$ cat config.mk
export PLATFORM = sky130hd
export DESIGN_NAME = rename_top
export DESIGN_NICKNAME = d
export VERILOG_FILES = /design/src/rtl/rename_pkg.sv /design/src/rtl/checkpoint_alloc.sv /design/src/rtl/checkpoint_ram.sv /design/src/rtl/free_list.sv /design/src/rtl/rename_map.sv /design/src/rtl/rename_top.sv
export SDC_FILE = /design/constraint.sdc
export NUM_CORES = 1
export LEC_CHECK = 0
export CAP_MARGIN = 30
export CORE_ASPECT_RATIO = 0.8
export CORE_MARGIN = 3
export CORE_UTILIZATION = 50
export CTS_BUF_LIST = sky130_fd_sc_hd__clkbuf_2
export DETAILED_ROUTE_END_ITERATION = 16
export DONT_BUFFER_PORTS = 1
export PLACE_DENSITY = 0.77
export SKIP_LAST_GASP = 1
export SYNTH_ARGS = -nofsm -noshare
export SYNTH_HDL_FRONTEND = slang
export SYNTH_SLANG_ARGS = --single-unit
$ cat constraint.sdc
create_clock -name clk -period 2.7 [get_ports clk]
set_clock_uncertainty 0.05 [all_clocks]
set_input_delay 0.54 -clock clk [delete_from_list [all_inputs] [get_ports clk]]
set_output_delay 0.54 -clock clk [all_outputs]
set_load 0.01 [all_outputs]
$ cat src/rtl/rename_pkg.sv
package rename_pkg;

   // ======================================
   // Architectural register file
   // ======================================
   localparam int AREGS  = 8;                   // Registers visible to software
   localparam int AREG_W = 3;                   // Bits to name one of them

   // ======================================
   // Physical register file
   // ======================================
   localparam int PREGS  = 32;                  // Rename pool including the reset mapping
   localparam int PREG_W = 5;                   // Bits to name one physical register

   // ======================================
   // Branch checkpoints
   // ======================================
   localparam int NCHECK = 4;                   // Unresolved branches in flight
   localparam int CHK_W  = 2;                   // Slot index width

   // Map table flattened entry by entry, entry 0 in the low bits
   localparam int MAP_W  = AREGS * PREG_W;

   // One snapshot holds the map in the low bits and the avail bitmap above it
   localparam int CKPT_W = MAP_W + PREGS;

endpackage

$ cat src/rtl/checkpoint_alloc.sv
`timescale 1ns/1ns

module checkpoint_alloc (
   input  logic                       clk,
   input  logic                       rst_n,
   input  logic                       take,        // New branch wants a slot
   input  logic                       resolve,     // Oldest branch resolved correctly
   input  logic                       restore,     // Mispredict rolls back to restore_id
   input  logic [rename_pkg::CHK_W-1:0] restore_id,
   output logic [rename_pkg::CHK_W-1:0] chk_id,      // Slot the next take will use
   output logic                       chk_full
);

   import rename_pkg::*;

   logic [CHK_W-1:0] head;                     // Oldest slot in use
   logic [CHK_W-1:0] tail;                     // Next slot to hand out
   logic [CHK_W:0]   count;                    // Slots in use, one bit wider to hold NCHECK
   logic [CHK_W-1:0] head_nxt;
   logic [CHK_W-1:0] live_ofs;                 // Distance of restore_id from the head

   assign head_nxt = resolve ? head + 1'b1 : head;
   assign live_ofs = restore_id - head;        // Wraps around the ring for free

   always_ff @(posedge clk or negedge rst_n) begin
      if (!rst_n) begin
         head  <= '0;
         tail  <= '0;
         count <= '0;
      end else begin
         head <= head_nxt;
         if (restore) begin
            tail  <= restore_id;                // The restored slot and younger ones go back
            count <= {1'b0, restore_id - head_nxt};
         end else begin
            tail  <= take ? tail + 1'b1 : tail;
            count <= count + {{CHK_W{1'b0}}, take} - {{CHK_W{1'b0}}, resolve};
         end
      end
   end

   assign chk_id   = tail;
   assign chk_full = (count == (CHK_W + 1)'(NCHECK));

   // ======================================
   // Ring protocol checks
   // ======================================
   a_take_not_full : assert property (@(posedge clk) disable iff (!rst_n)
      take |-> !chk_full)
      else $error("checkpoint_alloc: take while all slots busy");

   a_resolve_not_empty : assert property (@(posedge clk) disable iff (!rst_n)
      resolve |-> (count != '0))
      else $error("checkpoint_alloc: resolve with no slot in use");

   // Only a slot between head and tail holds a live snapshot
   a_restore_live : assert property (@(posedge clk) disable iff (!rst_n)
      restore |-> ({1'b0, live_ofs} < count))
      else $error("checkpoint_alloc: restore of free slot %0d", restore_id);

endmodule

$ cat src/rtl/checkpoint_ram.sv
`timescale 1ns/1ns

module checkpoint_ram (
   input  logic                        clk,
   input  logic                        rst_n,
   input  logic                        ena,     // Port A enable
   input  logic                        wea,     // Port A write strobe
   input  logic [rename_pkg::CHK_W-1:0]  addra,   // Slot being written
   input  logic [rename_pkg::CKPT_W-1:0] dina,    // Map and avail snapshot
   output logic [rename_pkg::CKPT_W-1:0] douta,   // Read back of the port A slot
   input  logic [rename_pkg::CHK_W-1:0]  addrb,   // Slot to roll back to
   output logic [rename_pkg::CKPT_W-1:0] doutb    // Snapshot for the restore
);

   import rename_pkg::*;

   // Small enough to live in flops, which gives the zero cycle read on both ports
   logic [CKPT_W-1:0] mem [0:NCHECK-1];

   // ======================================
   // Write port A
   // ======================================
   always_ff @(posedge clk or negedge rst_n) begin
      if (!rst_n) begin
         for (int i = 0; i < NCHECK; i++) begin
            mem[i] <= '0;                       // Every slot starts blank
         end
      end else if (ena && wea) begin
         mem[addra] <= dina;                    // Snapshot taken at the branch edge
      end
   end

   // ======================================
   // Asynchronous reads
   // ======================================
   // A write and a read of the same slot in one cycle see the old contents
   always_comb begin
      douta = mem[addra];
      doutb = mem[addrb];
   end

endmodule

$ cat src/rtl/free_list.sv
`timescale 1ns/1ns

module free_list (
   input  logic                        clk,
   input  logic                        rst_n,
   input  logic                        alloc_en,    // Accepted rename with a destination
   output logic [rename_pkg::PREG_W-1:0] alloc_preg,  // Lowest free preg
   output logic                        alloc_ok,    // At least one preg is free
   input  logic                        free_en,     // Commit releases a preg
   input  logic [rename_pkg::PREG_W-1:0] free_preg,
   output logic [rename_pkg::PREGS-1:0]  avail,       // One bit per preg, set when free
   input  logic                        load_en,     // Branch restore
   input  logic [rename_pkg::PREGS-1:0]  load_avail
);

   import rename_pkg::*;

   logic [PREGS-1:0] avail_nxt;

   // ======================================
   // Find first free
   // ======================================
   // Scanning from the top down leaves the lowest set bit as the winner
   always_comb begin
      alloc_preg = '0;
      for (int i = PREGS - 1; i >= 0; i--) begin
         if (avail[i]) begin
            alloc_preg = PREG_W'(i);
         end
      end
   end

   assign alloc_ok = |avail;                   // Empty list stalls a rename with a destination

   // ======================================
   // Next state of the bitmap
   // ======================================
   always_comb begin
      avail_nxt = load_en ? load_avail : avail;  // Restore replaces the whole bitmap
      if (alloc_en && alloc_ok) begin
         avail_nxt[alloc_preg] = 1'b0;          // Taken by this rename
      end
      // A free in the restore cycle still lands on top of the snapshot
      if (free_en) begin
         avail_nxt[free_preg] = 1'b1;
      end
   end

   always_ff @(posedge clk or negedge rst_n) begin
      if (!rst_n) begin
         // Pregs below AREGS back the identity map and are busy from the start
         avail <= {PREGS{1'b1}} << AREGS;
      end else begin
         avail <= avail_nxt;
      end
   end

   // A double free would hand the same preg to two renames later on
   a_no_double_free : assert property (@(posedge clk) disable iff (!rst_n)
      free_en |-> !avail[free_preg])
      else $error("free_list: preg %0d freed while already free", free_preg);

endmodule

$ cat src/rtl/rename_map.sv
`timescale 1ns/1ns

module rename_map (
   input  logic                        clk,
   input  logic                        rst_n,
   input  logic [rename_pkg::AREG_W-1:0] src_a,      // First source lookup
   input  logic [rename_pkg::AREG_W-1:0] src_b,      // Second source lookup
   output logic [rename_pkg::PREG_W-1:0] phys_src_a,
   output logic [rename_pkg::PREG_W-1:0] phys_src_b,
   input  logic                        wr_en,      // Accepted rename with a destination
   input  logic [rename_pkg::AREG_W-1:0] wr_areg,
   input  logic [rename_pkg::PREG_W-1:0] wr_preg,
   output logic [rename_pkg::MAP_W-1:0]  map_flat,   // Whole table for the checkpoint
   input  logic                        load_en,    // Branch restore
   input  logic [rename_pkg::MAP_W-1:0]  load_map
);

   import rename_pkg::*;

   logic [PREG_W-1:0] map [0:AREGS-1];         // Current speculative mapping

   // ======================================
   // Table update
   // ======================================
   always_ff @(posedge clk or negedge rst_n) begin
      if (!rst_n) begin
         // Identity mapping, so the low pregs hold the committed state at start
         for (int i = 0; i < AREGS; i++) begin
            map[i] <= PREG_W'(i);
         end
      end else if (load_en) begin
         for (int i = 0; i < AREGS; i++) begin
            map[i] <= load_map[i*PREG_W +: PREG_W];   // Roll every entry back at once
         end
      end else if (wr_en) begin
         map[wr_areg] <= wr_preg;               // Only the destination entry moves
      end
   end

   // ======================================
   // Lookups
   // ======================================
   always_comb begin
      phys_src_a = map[src_a];                  // Sources see the map before this rename
      phys_src_b = map[src_b];
   end

   always_comb begin
      for (int i = 0; i < AREGS; i++) begin
         map_flat[i*PREG_W +: PREG_W] = map[i];
      end
   end

   // A restore in the same cycle as a rename would drop one of the two updates
   a_no_wr_on_load : assert property (@(posedge clk) disable iff (!rst_n)
      !(wr_en && load_en))
      else $error("rename_map: rename write during restore");

endmodule

$ cat src/rtl/rename_top.sv
`timescale 1ns/1ns

module rename_top (
   input  logic                        clk,
   input  logic                        rst_n,
   // Rename request
   input  logic                        rename_valid,
   input  logic [rename_pkg::AREG_W-1:0] src_a,
   input  logic [rename_pkg::AREG_W-1:0] src_b,
   input  logic [rename_pkg::AREG_W-1:0] dst,
   input  logic                        has_dst,
   // Branch checkpoints
   input  logic                        chk_take,
   input  logic                        resolve_valid,
   input  logic                        restore_valid,
   input  logic [rename_pkg::CHK_W-1:0]  restore_id,
   // Commit
   input  logic                        free_valid,
   input  logic [rename_pkg::PREG_W-1:0] free_preg,
   // Rename result
   output logic [rename_pkg::PREG_W-1:0] phys_src_a,
   output logic [rename_pkg::PREG_W-1:0] phys_src_b,
   output logic [rename_pkg::PREG_W-1:0] phys_dst,
   output logic                        stall,
   output logic [rename_pkg::CHK_W-1:0]  chk_id,
   output logic                        chk_full
);

   import rename_pkg::*;

   logic              rename_go;              // Rename accepted this cycle
   logic              dst_write;              // Accepted rename that needs a preg
   logic [PREG_W-1:0] alloc_preg;
   logic              alloc_ok;
   logic [MAP_W-1:0]  map_flat;
   logic [PREGS-1:0]  avail;
   logic [CKPT_W-1:0] ckpt_wr;                // Snapshot written on a take
   logic [CKPT_W-1:0] ckpt_rd;                // Snapshot read for a restore

   // ======================================
   // Rename gating
   // ======================================
   assign stall     = has_dst && !alloc_ok;   // Only a destination needs a free preg
   assign rename_go = rename_valid && !stall;
   assign dst_write = rename_go && has_dst;
   assign phys_dst  = alloc_preg;             // Shown even when the rename is held off
   assign ckpt_wr   = {avail, map_flat};

   rename_map rename_map_i (
      .clk        (clk),
      .rst_n      (rst_n),
      .src_a      (src_a),
      .src_b      (src_b),
      .phys_src_a (phys_src_a),
      .phys_src_b (phys_src_b),
      .wr_en      (dst_write),
      .wr_areg    (dst),
      .wr_preg    (alloc_preg),
      .map_flat   (map_flat),
      .load_en    (restore_valid),
      .load_map   (ckpt_rd[MAP_W-1:0])        // Map sits in the low bits
   );

   free_list free_list_i (
      .clk        (clk),
      .rst_n      (rst_n),
      .alloc_en   (dst_write),
      .alloc_preg (alloc_preg),
      .alloc_ok   (alloc_ok),
      .free_en    (free_valid),
      .free_preg  (free_preg),
      .avail      (avail),
      .load_en    (restore_valid),
      .load_avail (ckpt_rd[CKPT_W-1:MAP_W])
   );

   checkpoint_alloc checkpoint_alloc_i (
      .clk        (clk),
      .rst_n      (rst_n),
      .take       (chk_take),
      .resolve    (resolve_valid),
      .restore    (restore_valid),
      .restore_id (restore_id),
      .chk_id     (chk_id),
      .chk_full   (chk_full)
   );

   // Port A writes the slot at the tail, port B serves the restore read
   checkpoint_ram checkpoint_ram_i (
      .clk   (clk),
      .rst_n (rst_n),
      .ena   (chk_take || restore_valid),
      .wea   (chk_take),
      .addra (chk_id),
      .dina  (ckpt_wr),
      .douta (),
      .addrb (restore_id),
      .doutb (ckpt_rd)
   );

   // A snapshot must see a stable map, and a restore must not race a rename
   a_ops_exclusive : assert property (@(posedge clk) disable iff (!rst_n)
      $onehot0({chk_take, rename_valid, restore_valid}))
      else $error("rename_top: take, rename and restore overlap");

endmodule

==> implementation parameters <==
Parameter                              Value

Status
  Status ... finished with violations
  Violated checks ... negative hold slack, negative setup slack

Timing
  Final critical delay including setup and external delays ... 3.305 ns
  Minimum setup slack in the final design ... -0.6052 ns
  Count of final max-slew check failures ... 0
  Worst-margin pin slew ... 1.361 ns
  Final-report setup violation count ... 16
  Worst hold slack after final layout ... -0.7058 ns
  Final cycle utilization of the critical path ... 122.4%
  Worst slew margin ... 9.295%
  RSZ-0062 raised after global routing ... true
  Upper clock frequency limit ... between 300 and 400 MHz
  Final hold viol count ... 340

Route
  Count of vias placed by the detailed router ... 11784
  Total detailed-routing wirelength ... 44.13 mm
  Antenna-violating nets left ... 0
  Initial DRC Count ... 1189
  DRC errors left ... 0
  Number of iterations in the first detailed-routing pass ... 5
  Mean routed wirelength per cell ... around 23 um
  Post-detailed-route via-to-cell ratio ... 6.147

Setup path
  WS Path Type ... reg2out
  Kind of launch point of the worst setup path ... register
  CP Capture Type ... primary output
  Crit path arrival time ... roughly 2.7 ns
  Cells along the critical path ... or4_4, buf_4, a211oi_2, a2111o_1, clkinv_8
  Critical path data required time ... between 2 and 2.5 ns
  Slowest stage cell, crit path ... sky130_fd_sc_hd__or4_4
  Maximum fanout along the worst path ... 6
  Slowest stage delay, CP ... 0.58 ns

Clock tree
  Clock root cell ... sky130_fd_sc_hd__clkbuf_2
  CTS Buf Count ... 89
  Number of buffers on the longest clock path ... 3
  Worst-path clk slew ... between 0.1 and 0.15 ns
  Post-CTS Hold Fix Bufs ... 28
  Insertion delay to the later sink of the worst-skew pair ... ~0.91 ns
  Clock tree from TritonCTS ... done
  H-tree level count ... 3
  Num Clock Sinks ... roughly 370

Floorplan
  Die height ... 173.5 um
  Initial cell density of the core ... 51.44%
  CORE AREA ... 34080 um2
  DIE AREA ... 37360 um2
  Number of rows created at floorplan ... 60
  # IOs ... 43
  Die width ... 215.3 um

Logic synthesis
  Share of flip-flops with an asynchronous set or reset ... 100.0%
  FF+latch count, synth ... 367
  Synthesis warning total ... 0
  Number of distinct library cells after synthesis ... 67
  Mapped Area ... between 15000 and 20000 um2
  Number of instances in the synthesized netlist ... 1239
  Sequential share of the synthesized area ... 52.64%
  Number of enable-type register cells in the synthesized netlist ... 0
  Most used flip-flop cell after synthesis ... sky130_fd_sc_hd__dfrtp_1
  Net Count, Synth ... 1271
  Mean instance size in the synthesized netlist ... ~14 um2

Layout
  Final standard cell area without fillers ... 20120 um2
  Number of nets in the layout ... 1411
  Combined flip-flop and latch cell area ... 9265 um2
  Area used by multi-input combinational logic ... 8132 um2
  Fill cell instance count of the final layout ... between 2000 and 3000
  Layout overhead on the synthesized area ... 14.79%
  Fraction of final layout cells sized beyond drive strength 1 ... 51.62%

Run
  Count of maximum capacitance violations ... 0

Placed design
  DPL Wire Length ... 24.18 mm
  Instance area at placement ... 18090 um2
  Post-placement worst setup slack ... 0.04914 ns
  Port Buffers ... 0
  RD Place Congestion ... 0.9282

GRT
  Maximum number of pins on one net before global-route repair ... 368
  Total global routing overflow ... 0
  Global-route wire length before repair ... 70.19 mm
  Antenna violations before repair ... 2
  Global-route total usage across every layer ... 23.78%
  Vias in the first global route ... 12311

Pwr
  Total power density per cell area ... 952.4 nW/um2
  Standby leakage power ... 9.144 nW
  Worst vdd rail ir drop ... about 0.62 mV

Worst hold path
  Min-delay worst type ... in2async
final cells by class:
| type | count | area share, % |
|---|---|---|
| Clock inverter | 27 | 0.6777 |
| Inverter | 14 | 0.3482 |
| Sequential cell | 367 | 46.04 |
| Multi-Input combinational cell | 766 | 40.41 |
| Antenna cell | 5 | 0.06218 |
| Tap cell | 465 | 2.891 |
| Timing Repair inverter | 2 | 0.08705 |
| Timing Repair Buffer | 139 | 6.199 |
| Clock buffer | 132 | 3.283 |
layer usage:
layer	global-route usage, %	vias to the layer above	part of all wire [%]
met2	37.03	547	47
met1	33.96	6130	43
li1	-	5001	-
met5	0	-	0
met3	4.854	106	8.2
met4	7.625	0	2.6
repair_timing:
item | 4_1_cts | 5_1_grt
gates resized for setup | 63 | 23
endpoints found under the setup margin | 17 | 25
setup buffers | 48 | 24
cloned | 3 | 1
pin swaps | 6 | 8
endpoints found under the hold margin | 458 | 367
cells in the final DEF (no fill, tap or decap), types with 4 or more instances in the layout:
cell type,n
sky130_fd_sc_hd__inv_1,10
sky130_fd_sc_hd__nor3_1,32
sky130_fd_sc_hd__nand3_1,5
sky130_fd_sc_hd__dfstp_2,36
sky130_fd_sc_hd__buf_12,6
sky130_fd_sc_hd__nor3b_1,8
sky130_fd_sc_hd__mux2_2,275
sky130_fd_sc_hd__nand2_1,55
sky130_fd_sc_hd__dfrtp_2,29
sky130_fd_sc_hd__a21oi_1,11
sky130_fd_sc_hd__nor4_4,5
sky130_fd_sc_hd__dfrtp_1,302
sky130_fd_sc_hd__a221o_1,8
sky130_fd_sc_hd__ha_1,7
sky130_fd_sc_hd__dlygate4sd3_1,24
sky130_fd_sc_hd__nand2_4,5
sky130_fd_sc_hd__o22ai_1,23
sky130_fd_sc_hd__clkbuf_2,132
sky130_fd_sc_hd__or3b_2,5
sky130_fd_sc_hd__nor2_1,34
sky130_fd_sc_hd__clkinv_1,22
sky130_fd_sc_hd__nand3b_1,6
sky130_fd_sc_hd__mux2i_1,53
sky130_fd_sc_hd__o21ai_0,48
sky130_fd_sc_hd__mux4_2,92
sky130_fd_sc_hd__xnor2_1,4
sky130_fd_sc_hd__diode_2,5
sky130_fd_sc_hd__buf_4,99
sky130_fd_sc_hd__o32ai_1,5
sky130_fd_sc_hd__mux2_4,10
report_power, final:
group	internal, mW	switching [mW]
Clock	1.39	2.22
Sequential	7.42	1.28
Combinational	3.57	3.28
Total	12.4	6.78
cells by family (layout without fill, tap and decap cells):
| family | after synthesis | after routing | share of synthesized area, % |
|---|---|---|---|
| and+or+nand+nor | 195 | 195 | 5.867 |
| DFF | 367 | 367 | 52.64 |
| muxes | 430 | 430 | 33.15 |
| buffers and inverters | 106 | 314 | 2.669 |
| xor gates and xnor gates | 7 | 7 | 0.3497 |
| AOI/OAI and AO/OA | 126 | 126 | 4.703 |
| adders and majority gates | 8 | 8 | 0.6138 |
| other | 0 | 5 | 0 |
worst max-delay path: cells and delay by family, from the launching register on:
family                 cells  cell delay (ns)
AOI/OAI and AO/OA          2             0.44
and+or+nand+nor            1             0.58
buffers and inverters      2             0.29
DFF                        1             0.49
cells in the mapped netlist, types with 2 or more instances:
library cell	n	area, um2
sky130_fd_sc_hd__dfrtp_1	331	8283
sky130_fd_sc_hd__mux2_2	285	3209
sky130_fd_sc_hd__mux4_2	92	2072
sky130_fd_sc_hd__clkbuf_1	67	251.5
sky130_fd_sc_hd__nand2_1	61	229.0
sky130_fd_sc_hd__mux2i_1	53	530.5
sky130_fd_sc_hd__o21ai_0	50	250.2
sky130_fd_sc_hd__dfstp_2	36	945.9
sky130_fd_sc_hd__nor2_1	34	127.6
sky130_fd_sc_hd__nor3_1	33	165.2
sky130_fd_sc_hd__o22ai_1	23	143.9
sky130_fd_sc_hd__inv_1	12	45.04
sky130_fd_sc_hd__a21oi_1	11	55.05
sky130_fd_sc_hd__buf_2	10	50.05
sky130_fd_sc_hd__a221o_1	8	80.08
sky130_fd_sc_hd__buf_1	8	30.03
sky130_fd_sc_hd__nor3b_1	8	60.06
sky130_fd_sc_hd__nor4_1	8	50.05
sky130_fd_sc_hd__ha_1	7	87.58
sky130_fd_sc_hd__nand3b_1	6	45.04
sky130_fd_sc_hd__buf_6	5	56.30
sky130_fd_sc_hd__nand3_1	5	25.02
sky130_fd_sc_hd__o32ai_1	5	43.79
sky130_fd_sc_hd__or3_1	5	31.28
sky130_fd_sc_hd__or3b_2	5	43.79
sky130_fd_sc_hd__nor2b_1	4	25.02
sky130_fd_sc_hd__o31ai_1	4	30.03
sky130_fd_sc_hd__or4_1	4	30.03
sky130_fd_sc_hd__xnor2_1	4	35.03
sky130_fd_sc_hd__and3_1	3	18.77
sky130_fd_sc_hd__nor2_2	3	18.77
sky130_fd_sc_hd__o211ai_1	3	22.52
sky130_fd_sc_hd__o21a_1	3	22.52
sky130_fd_sc_hd__xor2_1	3	26.28
sky130_fd_sc_hd__a221oi_1	2	17.52
sky130_fd_sc_hd__and2_1	2	12.51
sky130_fd_sc_hd__nand4_1	2	12.51
sky130_fd_sc_hd__nor4_2	2	25.02
sky130_fd_sc_hd__nor4b_2	2	30.03
sky130_fd_sc_hd__o21ai_1	2	10.01
sky130_fd_sc_hd__o21bai_1	2	15.01
worst paths after layout:
check                                                           start  slack (ns)  cells past startpoint                                  endpoint
worst max-delay path                   free_list_i.avail[3]$_DFF_PN0_       -0.61                      5                               phys_dst[0]
worst min-delay path                                            rst_n       -0.71                      0     checkpoint_ram_i.mem[235]$_DFFE_PN0P_
worst max register to register        free_list_i.avail[27]$_DFF_PN1_           0                      9            free_list_i.avail[5]$_DFF_PN0_
worst min register to register  checkpoint_ram_i.mem[187]$_DFFE_PN0P_        0.44                      2     checkpoint_ram_i.mem[187]$_DFFE_PN0P_
max in group asynchronous                                       rst_n        2.12                      0      rename_map_i.map_flat[0]$_DFFE_PN0P_
min in group clk                                        restore_id[0]        0.10                      3  checkpoint_alloc_i.chk_id[0]$_DFFE_PN0N_
flip-flops by register name, indices dropped and copies added (netlist names):
name	count
checkpoint_ram_i.mem	288
rename_map_i.map_flat	40
free_list_i.avail	32
checkpoint_alloc_i.count	3
checkpoint_alloc_i.chk_id	2
checkpoint_alloc_i.head	2
through the flow:
step           power, mW  hold slack, ns  TNS, ns  utilization, %  instances
2_1_floorplan      12.55          0.1944        0               -       1239
3_3_place_gp       13.73          0.2091        0           53.07       1648
3_5_place_dp       14.05          0.2050        0           53.08       1649
4_1_cts            18.62         -0.8240   -5.157           58.12       1887
5_1_grt            20.23         -0.8333   -5.013           59.02       1914
6_report           19.16         -0.7058   -3.341           59.04       1917
Note: power is estimated with default switching activity, not from simulation.
